<file path="src/verilog/string_match_defines.svh">
`ifndef STRING_MATCH_DEFINES_SVH
`define STRING_MATCH_DEFINES_SVH

//////////////////////////////////////////////////
// Scanner sizes
//////////////////////////////////////////////////

// Bits per text or key symbol
`define SM_MSG_WIDTH 4

// Symbols per key, also the text window length
`define SM_PATTERN_WIDTH 14

// Symbols in the skip test block
`define SM_BLOCK 3

// Keys in the store, power of two
`define SM_NOS_KEY 4

// Text position counter width
`define SM_POS_WIDTH 16

`endif

</file>
<file path="src/verilog/string_match_pkg.sv">
`include "string_match_defines.svh"

package string_match_pkg;

	//////////////////////////////////////////////////
	// Data widths
	//////////////////////////////////////////////////

	typedef logic [`SM_MSG_WIDTH-1:0] symbol_t;

	// Symbol 0 is the oldest, in the lowest bits
	typedef logic [`SM_MSG_WIDTH*`SM_PATTERN_WIDTH-1:0] window_t;

	// Key k sits in slice k
	typedef logic [`SM_MSG_WIDTH*`SM_PATTERN_WIDTH*`SM_NOS_KEY-1:0] pattern_set_t;

	typedef logic [$clog2(`SM_PATTERN_WIDTH-`SM_BLOCK+1):0] shift_t; // 0 to 12
	typedef logic [$clog2(`SM_NOS_KEY)-1:0] key_t;
	typedef logic [$clog2(`SM_PATTERN_WIDTH)-1:0] index_t;
	typedef logic [`SM_POS_WIDTH-1:0] pos_t;

	//////////////////////////////////////////////////
	// Scan sequencer
	//////////////////////////////////////////////////

	typedef enum logic [1:0] {
		IDLE,
		SCAN,
		DRAIN,
		SHIFT
	} scan_state_t;

endpackage

</file>
<file path="src/verilog/window_if.sv">
`timescale 1ns/1ns

interface window_if;

	string_match_pkg::window_t window;
	logic full;
	logic shift_strobe; // One cycle, drops shift_count oldest symbols
	string_match_pkg::shift_t shift_count;

	modport buffer (
		output window,
		output full,
		input shift_strobe,
		input shift_count
	);

	// The top routes window straight to the comparator
	modport scan (
		input full,
		output shift_strobe,
		output shift_count
	);

endinterface
</file>
<file path="src/verilog/pattern_store.sv">
`timescale 1ns/1ns
`include "string_match_defines.svh"

module pattern_store (
	input logic clk,
	input logic reset,
	input logic pattern_write,
	input string_match_pkg::key_t pattern_key,
	input string_match_pkg::index_t pattern_index,
	input string_match_pkg::symbol_t pattern_symbol,
	output string_match_pkg::pattern_set_t patterns
);

	string_match_pkg::symbol_t key_mem [`SM_NOS_KEY][`SM_PATTERN_WIDTH];

	//////////////////////////////////////////////////
	// Symbol writes
	//////////////////////////////////////////////////

	always_ff @(posedge clk) begin
		if (reset) begin
			for (int k = 0; k < `SM_NOS_KEY; k++) begin
				for (int i = 0; i < `SM_PATTERN_WIDTH; i++) begin
					key_mem[k][i] <= '0;
				end
			end
		end else if (pattern_write) begin
			if (pattern_index < `SM_PATTERN_WIDTH) begin // Indices 14 and 15 are dropped
				key_mem[pattern_key][pattern_index] <= pattern_symbol;
			end
		end
	end

	//////////////////////////////////////////////////
	// Flat read bus
	//////////////////////////////////////////////////

	for (genvar k = 0; k < `SM_NOS_KEY; k++) begin : g_key
		for (genvar i = 0; i < `SM_PATTERN_WIDTH; i++) begin : g_sym
			assign patterns[(k*`SM_PATTERN_WIDTH+i)*`SM_MSG_WIDTH +: `SM_MSG_WIDTH] =
				key_mem[k][i];
		end
	end

endmodule

</file>
<file path="src/verilog/scan_control.sv">
`timescale 1ns/1ns
`include "string_match_defines.svh"

module scan_control (
	input logic clk,
	input logic reset,
	window_if.scan win,
	input string_match_pkg::pos_t window_pos,
	output logic compare_enable,
	input string_match_pkg::shift_t shift_amount,
	input logic complete_match,
	output logic match_valid,
	output string_match_pkg::key_t match_key,
	output string_match_pkg::pos_t match_pos
);

	localparam int nos_shift = `SM_PATTERN_WIDTH - `SM_BLOCK + 1;

	string_match_pkg::scan_state_t state;
	string_match_pkg::key_t key_cnt;
	string_match_pkg::key_t res_key;
	string_match_pkg::shift_t min_skip;
	logic res_valid;
	logic last_key;

	assign last_key = (key_cnt == string_match_pkg::key_t'(`SM_NOS_KEY - 1));

	// Key 0 goes out in the cycle full is first seen
	assign compare_enable = (state == string_match_pkg::IDLE && win.full) ||
		(state == string_match_pkg::SCAN);

	//////////////////////////////////////////////////
	// Sequencer
	//////////////////////////////////////////////////

	always_ff @(posedge clk) begin
		if (reset) begin
			state <= string_match_pkg::IDLE;
			key_cnt <= '0;
			res_valid <= 1'b0;
		end else begin
			res_valid <= compare_enable; // Comparator result is one cycle late
			if (compare_enable) begin
				key_cnt <= key_cnt + 1'b1;
			end
			case (state)
				string_match_pkg::IDLE: begin
					if (win.full) begin
						state <= string_match_pkg::SCAN;
					end
				end
				string_match_pkg::SCAN: begin
					if (last_key) begin
						state <= string_match_pkg::DRAIN;
					end
				end
				string_match_pkg::DRAIN: begin
					state <= string_match_pkg::SHIFT; // Last result lands here
				end
				default: begin
					state <= string_match_pkg::IDLE;
				end
			endcase
		end
	end

	//////////////////////////////////////////////////
	// Result tracking
	//////////////////////////////////////////////////

	always_ff @(posedge clk) begin
		res_key <= key_cnt;
		if (state == string_match_pkg::IDLE) begin
			min_skip <= string_match_pkg::shift_t'(nos_shift);
		end else if (res_valid && shift_amount < min_skip) begin
			min_skip <= shift_amount;
		end
	end

	assign match_valid = res_valid && complete_match;
	assign match_key = res_key;
	assign match_pos = window_pos; // Stable until the shift

	assign win.shift_strobe = (state == string_match_pkg::SHIFT);
	assign win.shift_count = min_skip;

endmodule

</file>
<file path="src/verilog/shift_compare.sv">
`timescale 1ns/1ns
`include "string_match_defines.svh"

module shift_compare (
	input logic clk,
	input logic reset,
	input logic compare_enable,
	input string_match_pkg::window_t data_in,
	input string_match_pkg::pattern_set_t patterns,
	output string_match_pkg::shift_t shift_amount,
	output logic complete_match
);

	localparam int key_bits = `SM_MSG_WIDTH * `SM_PATTERN_WIDTH;
	localparam int block_bits = `SM_MSG_WIDTH * `SM_BLOCK;
	localparam int nos_shift = `SM_PATTERN_WIDTH - `SM_BLOCK + 1;

	string_match_pkg::key_t sel;
	string_match_pkg::window_t pattern;
	logic [nos_shift-1:1] block_hit;
	string_match_pkg::shift_t skip;
	logic whole_hit;

	//////////////////////////////////////////////////
	// Key select
	//////////////////////////////////////////////////

	assign pattern = patterns[sel*key_bits +: key_bits];

	//////////////////////////////////////////////////
	// Block compare and skip
	//////////////////////////////////////////////////

	// Oldest three window symbols against key symbols j to j+2
	for (genvar j = 1; j < nos_shift; j++) begin : g_block
		assign block_hit[j] =
			(data_in[block_bits-1:0] == pattern[j*`SM_MSG_WIDTH +: block_bits]);
	end

	// Smallest hit offset wins
	always_comb begin
		skip = string_match_pkg::shift_t'(nos_shift); // Nothing found
		for (int j = nos_shift - 1; j >= 1; j--) begin
			if (block_hit[j]) begin
				skip = string_match_pkg::shift_t'(j);
			end
		end
	end

	assign whole_hit = (pattern == data_in);

	//////////////////////////////////////////////////
	// Result registers
	//////////////////////////////////////////////////

	always_ff @(posedge clk) begin
		if (reset) begin
			sel <= '0;
			shift_amount <= '0;
			complete_match <= 1'b0;
		end else begin
			shift_amount <= skip;
			complete_match <= whole_hit;
			if (compare_enable) begin
				sel <= sel + 1'b1; // Wraps after the last key
			end
		end
	end

endmodule

</file>
<file path="src/verilog/string_match_top.sv">
`timescale 1ns/1ns

module string_match_top (
	input logic clk,
	input logic reset,
	input logic pattern_write,
	input string_match_pkg::key_t pattern_key,
	input string_match_pkg::index_t pattern_index,
	input string_match_pkg::symbol_t pattern_symbol,
	input logic text_valid,
	input string_match_pkg::symbol_t text_symbol,
	output logic text_ready,
	output logic match_valid,
	output string_match_pkg::key_t match_key,
	output string_match_pkg::pos_t match_pos
);

	string_match_pkg::pattern_set_t patterns;
	string_match_pkg::pos_t window_pos;
	string_match_pkg::shift_t shift_amount;
	logic compare_enable;
	logic complete_match;

	window_if i_window_if ();

	pattern_store i_pattern_store (
		.clk (clk),
		.reset (reset),
		.pattern_write (pattern_write),
		.pattern_key (pattern_key),
		.pattern_index (pattern_index),
		.pattern_symbol (pattern_symbol),
		.patterns (patterns)
	);

	text_window i_text_window (
		.clk (clk),
		.reset (reset),
		.text_valid (text_valid),
		.text_symbol (text_symbol),
		.text_ready (text_ready),
		.win (i_window_if.buffer),
		.window_pos (window_pos)
	);

	shift_compare i_shift_compare (
		.clk (clk),
		.reset (reset),
		.compare_enable (compare_enable),
		.data_in (i_window_if.window),
		.patterns (patterns),
		.shift_amount (shift_amount),
		.complete_match (complete_match)
	);

	scan_control i_scan_control (
		.clk (clk),
		.reset (reset),
		.win (i_window_if.scan),
		.window_pos (window_pos),
		.compare_enable (compare_enable),
		.shift_amount (shift_amount),
		.complete_match (complete_match),
		.match_valid (match_valid),
		.match_key (match_key),
		.match_pos (match_pos)
	);

endmodule

</file>
<file path="src/verilog/text_window.sv">
`timescale 1ns/1ns
`include "string_match_defines.svh"

module text_window (
	input logic clk,
	input logic reset,
	input logic text_valid,
	input string_match_pkg::symbol_t text_symbol,
	output logic text_ready,
	window_if.buffer win,
	output string_match_pkg::pos_t window_pos
);

	localparam int fill_w = $clog2(`SM_PATTERN_WIDTH + 1);

	logic [fill_w-1:0] fill;
	logic [fill_w-1:0] fill_next;
	string_match_pkg::window_t window_q;
	string_match_pkg::pos_t pos;
	logic take;

	assign take = text_valid && text_ready;

	assign win.window = window_q;
	assign win.full = (fill == fill_w'(`SM_PATTERN_WIDTH));
	assign window_pos = pos;

	//////////////////////////////////////////////////
	// Fill count and position
	//////////////////////////////////////////////////

	// A shift only comes while full, so it never meets a take
	always_comb begin
		fill_next = fill;
		if (win.shift_strobe) begin
			fill_next = fill - fill_w'(win.shift_count);
		end else if (take) begin
			fill_next = fill + 1'b1;
		end
	end

	always_ff @(posedge clk) begin
		if (reset) begin
			fill <= '0;
			pos <= '0;
			text_ready <= 1'b0;
		end else begin
			fill <= fill_next;
			text_ready <= (fill_next != fill_w'(`SM_PATTERN_WIDTH)); // Low from the full edge on
			if (win.shift_strobe) begin
				pos <= pos + string_match_pkg::pos_t'(win.shift_count); // Tracks the oldest symbol
			end
		end
	end

	//////////////////////////////////////////////////
	// Window data
	//////////////////////////////////////////////////

	always_ff @(posedge clk) begin
		if (win.shift_strobe) begin
			window_q <= window_q >> (win.shift_count * `SM_MSG_WIDTH); // Oldest symbols fall out
		end else if (take) begin
			window_q[fill*`SM_MSG_WIDTH +: `SM_MSG_WIDTH] <= text_symbol; // Append at fill
		end
	end

endmodule

</file>
<file path="config.mk">
export PLATFORM = sky130hd
export DESIGN_NAME = string_match_top
export DESIGN_NICKNAME = d
export VERILOG_FILES = /design/src/verilog/string_match_pkg.sv /design/src/verilog/window_if.sv /design/src/verilog/pattern_store.sv /design/src/verilog/scan_control.sv /design/src/verilog/shift_compare.sv /design/src/verilog/string_match_top.sv /design/src/verilog/text_window.sv
export VERILOG_INCLUDE_DIRS = /design/src /design/src/verilog
export SDC_FILE = /design/constraint.sdc
export NUM_CORES = 1
export LEC_CHECK = 0
export ABC_AREA = 1
export BUFFER_PORTS_ARGS = -buffer_cell sky130_fd_sc_hd__buf_4
export CAP_MARGIN = 25
export CELL_PAD_IN_SITES_DETAIL_PLACEMENT = 1
export CELL_PAD_IN_SITES_GLOBAL_PLACEMENT = 2
export CORE_MARGIN = 10
export CORE_UTILIZATION = 39
export CTS_BUF_LIST = sky130_fd_sc_hd__clkbuf_8 sky130_fd_sc_hd__clkbuf_16
export DETAILED_ROUTE_END_ITERATION = 8
export PLACE_DENSITY_LB_ADDON = 0.15
export SLEW_MARGIN = 25
export SYNTH_ARGS = -nofsm -noshare
export SYNTH_HDL_FRONTEND = slang
export SYNTH_HIERARCHICAL = 1
export SYNTH_SLANG_ARGS = --single-unit
</file>
<file path="constraint.sdc">
create_clock -name clk -period 3.62 [get_ports clk]
set_clock_uncertainty 0.2 [all_clocks]
set_input_delay 0.181 -clock clk [delete_from_list [all_inputs] [get_ports clk]]
set_output_delay 0.181 -clock clk [all_outputs]
set_load 0.005 [all_outputs]
</file>
==> impl_metrics.ini <==
[status]
outcome = complete, no violations

[logic_synthesis]
synth-xor-area-share = 0.0478
syn-cell-area_sq_um = 19800
synth-edff-count = 280
ys_seq_area_frac = 0.465
post_synth_fa_ha_maj_area_fraction = 0.0153
synth.avg_cell_area_sq_um = 7.81
yosys-top-cells-area = edfxtp_1 (42%), nand2_1 (14%), nand3_1 (8.3%)
synth_top_cell_by_area = edfxtp_1
synth_seq_cells = 320
synthMuxAreaShare = 0.000506
ys_types = 62
synth_top_area_frac = 0.425
synth_compound_area_frac = 0.0660
synth_top_family_by_area = simple AND/OR/NAND/NOR gates
syn_inst = 2534
async_flop_share = 0
yosys_warnings = 6
yosys.area_share.simple = 0.334
synth_fp_nets = 2575
synth-main-ff-cell = edfxtp_1

[timing]
worstMarginPinSlew_ns = 1.02
fin_crit_sh = 0.903
hold_viol = 0
maxSlewViolCount = 0
rsz0062_at_grt = false
hold_slack_ns = 0.0564
max_clock_freq_mhz = 306
finalSetupViolations = 0
worst_slack_ns = 0.351
layout_min_cycle_time_ns = 3.27
setup_tns_ns = 0
slew_headroom = 0.318

[finish]
syn2layout_area_growth_pct = 10.2
drive_gt1_frac = 0.0831
antennaDiodeCount = 0
nets = 2560
mostFrequentLayoutCell = nand2_1
n_fill_cell = 6110
final_core_util = 0.435
final_cell_mix = nand2_1 (730), nor2_1 (393), nand3_1 (329)

[drt]
finalWirelength_um = 76900
vias = 17969
avgViaCountPerCell = 5.58
drc = 0
top_layer_used = met4
wl_met1_um = 33200
wl_per_cell_um = 23.8
drtIter0Drc = 1428
wl_met3_um = 4900
met2_length_um = 36100
first_pass_iters = 5
postRouteAntennaNets = 0

[die]
io_pins = 38
rows = 82
die_w_um = 245
die_h_um = 245
start_util = 0.395
core_area_sq_um = 50200
dieArea_sq_um = 60200

[clock_tree]
clkTransAtPathRegs_ns = 0.05
h-tree-depth = 2
clk_latency_ns = 0.57
clockRootBuffer = clkbuf_16
cts_tree = yes
cts_sinks = 320
cts_buffers = 40
cts_buffer_depth = 3
cts_post_setup_buffers_inserted = 0

[power_and_ir_drop]
vdd_ir_drop_max_v = 0.000284
leakagePower_nw = 8.95
p_per_area_nw_per_um2 = 437

[worst_setup_path]
crit_required_ns = 3.82
crit_arrival_ns = 3.46
worstSetupEndpointType = flip-flop
path_max_fanout = 77
start_kind = flip-flop
crit_type = flip-flop to flip-flop

[place]
place_ws_ns = 0.403
portBuffers = 37
gp_congestion = 0.999
hpwl_um = 55700

[global_routing]
grt_max_degree = 78
grt_pass1_vias = 18272
grt_pass1_wl_um = 115000
grt_overflow = 0
grt_usage = 0.253
antenna_found_initial = 0

[min_path]
hold_class = primary input to flip-flop

[run]
max-cap-violations = 0
==> state kept, by name (all words and copies together) (netlist names) <==
| register | count |
|---|---|
| i_pattern_store/key_mem | 224 |
| i_scan_control/key_cnt | 2 |
| i_scan_control/match_key | 2 |
| i_scan_control/res_valid | 1 |
| i_scan_control/state | 2 |
| i_scan_control/win.shift_count | 5 |
| i_shift_compare/complete_match | 1 |
| i_shift_compare/sel | 2 |
| i_shift_compare/shift_amount | 4 |
| i_text_window/fill | 4 |
| i_text_window/text_ready | 1 |
| i_text_window/win.window | 56 |
| i_text_window/window_pos | 16 |
==> worst paths after layout <==
path,startpoint,end,slack [ns],depth (start not counted)
setup / recovery,i_shift_compare/sel[0]$_SDFFE_PP0P_,i_shift_compare/complete_match$_SDFF_PP0_,0.35,11
hold / removal,pattern_index[1],i_pattern_store/key_mem[1][5]$_SDFFCE_PN0P_,0.06,4
setup reg to reg,i_shift_compare/sel[0]$_SDFFE_PP0P_,i_shift_compare/complete_match$_SDFF_PP0_,0.35,11
hold reg to reg,i_scan_control/key_cnt[1]$_SDFFE_PP0P_,i_scan_control/match_key[1]$_DFF_P_,0.17,0
==> kinds of logic (layout without fill, tap and decap cells) <==
logic type	count (synthesis)	after routing
mux	1	1
other cells	1	1
buf+inv	294	311
flops	320	320
simple gates	1565	1565
fa+ha+maj	23	23
compound gates	224	224
xor+xnor	106	106
==> where the power goes <==
| part | switching, mW | internal, mW | total (mW) |
|---|---|---|---|
| Sequential | 0.0644 | 4.15 | 4.21 |
| Combinational | 0.960 | 0.360 | 1.32 |
| Clock | 1.67 | 2.32 | 3.99 |
| Total | 2.70 | 6.82 | 9.52 |
==> metal layers <==
layer / up-vias / track usage
li1: 8394 / -
met1: 8910 / 0.325
met2: 537 / 0.417
met3: 128 / 0.0468
met4: 0 / 0.0921
met5: - / 0
==> Yosys cell counts (4+ instances only) <==
cell / instances
a211o_1: 4
a211oi_1: 5
a21oi_1: 36
a22oi_1: 5
buf_1: 21
buf_2: 27
buf_4: 29
buf_6: 13
clkbuf_1: 54
clkinv_1: 5
dfxtp_1: 40
edfxtp_1: 280
ha_1: 21
inv_1: 132
inv_2: 6
nand2_1: 730
nand2_2: 14
nand3_1: 329
nand3_2: 5
nand4_1: 26
nor2_1: 393
nor2_2: 7
nor2_4: 6
nor3_1: 27
nor4_1: 11
o2111ai_1: 4
o211ai_1: 13
o21ai_0: 110
o21ai_1: 15
o22ai_1: 9
or2_2: 7
xnor2_1: 16
xor2_1: 89
==> area by class of cell <==
class	count	area, sq um	share of cell area
clock inverters	32	262	0.0120
inverters	146	557	0.0255
repair buffers	91	721	0.0330
flip-flops and latches	320	9220	0.423
well taps	672	841	0.0386
clock buffers	42	1040	0.0477
multi-input cells	1920	9170	0.421
==> through the flow <==
stage                     power, mW  area [sq um]  std cells
after global routing           9.89         21800       3223
after detailed placement       5.58         20500       3144
final                          9.52         21800       3223
after CTS                      9.60         21800       3223
after floorplan                5.19         19800       2534
after global placement         5.55         20500       3144
==> timing repair <==
action | in CTS | in global routing
hold endpoints to repair | 29 | 0
resized for setup | 0 | 0
endpoints found under the setup margin | 0 | 0
hold buffers | 5 | 0
==> critical path, cell delays in order (launching register included) <==
cell and delay, ns:
dfxtp_4 0.37, inv_6 0.44, buf_4 0.39, nand2_1 0.11, nand3_1 0.10, nand2_1 0.21, xnor2_1 0.20, nor2_1 0.13
nand4_1 0.17, nor2_1 0.21, nand4_1 0.10, nor3_1 0.46
No activity file was read; power rests on OpenSTA's default activity.
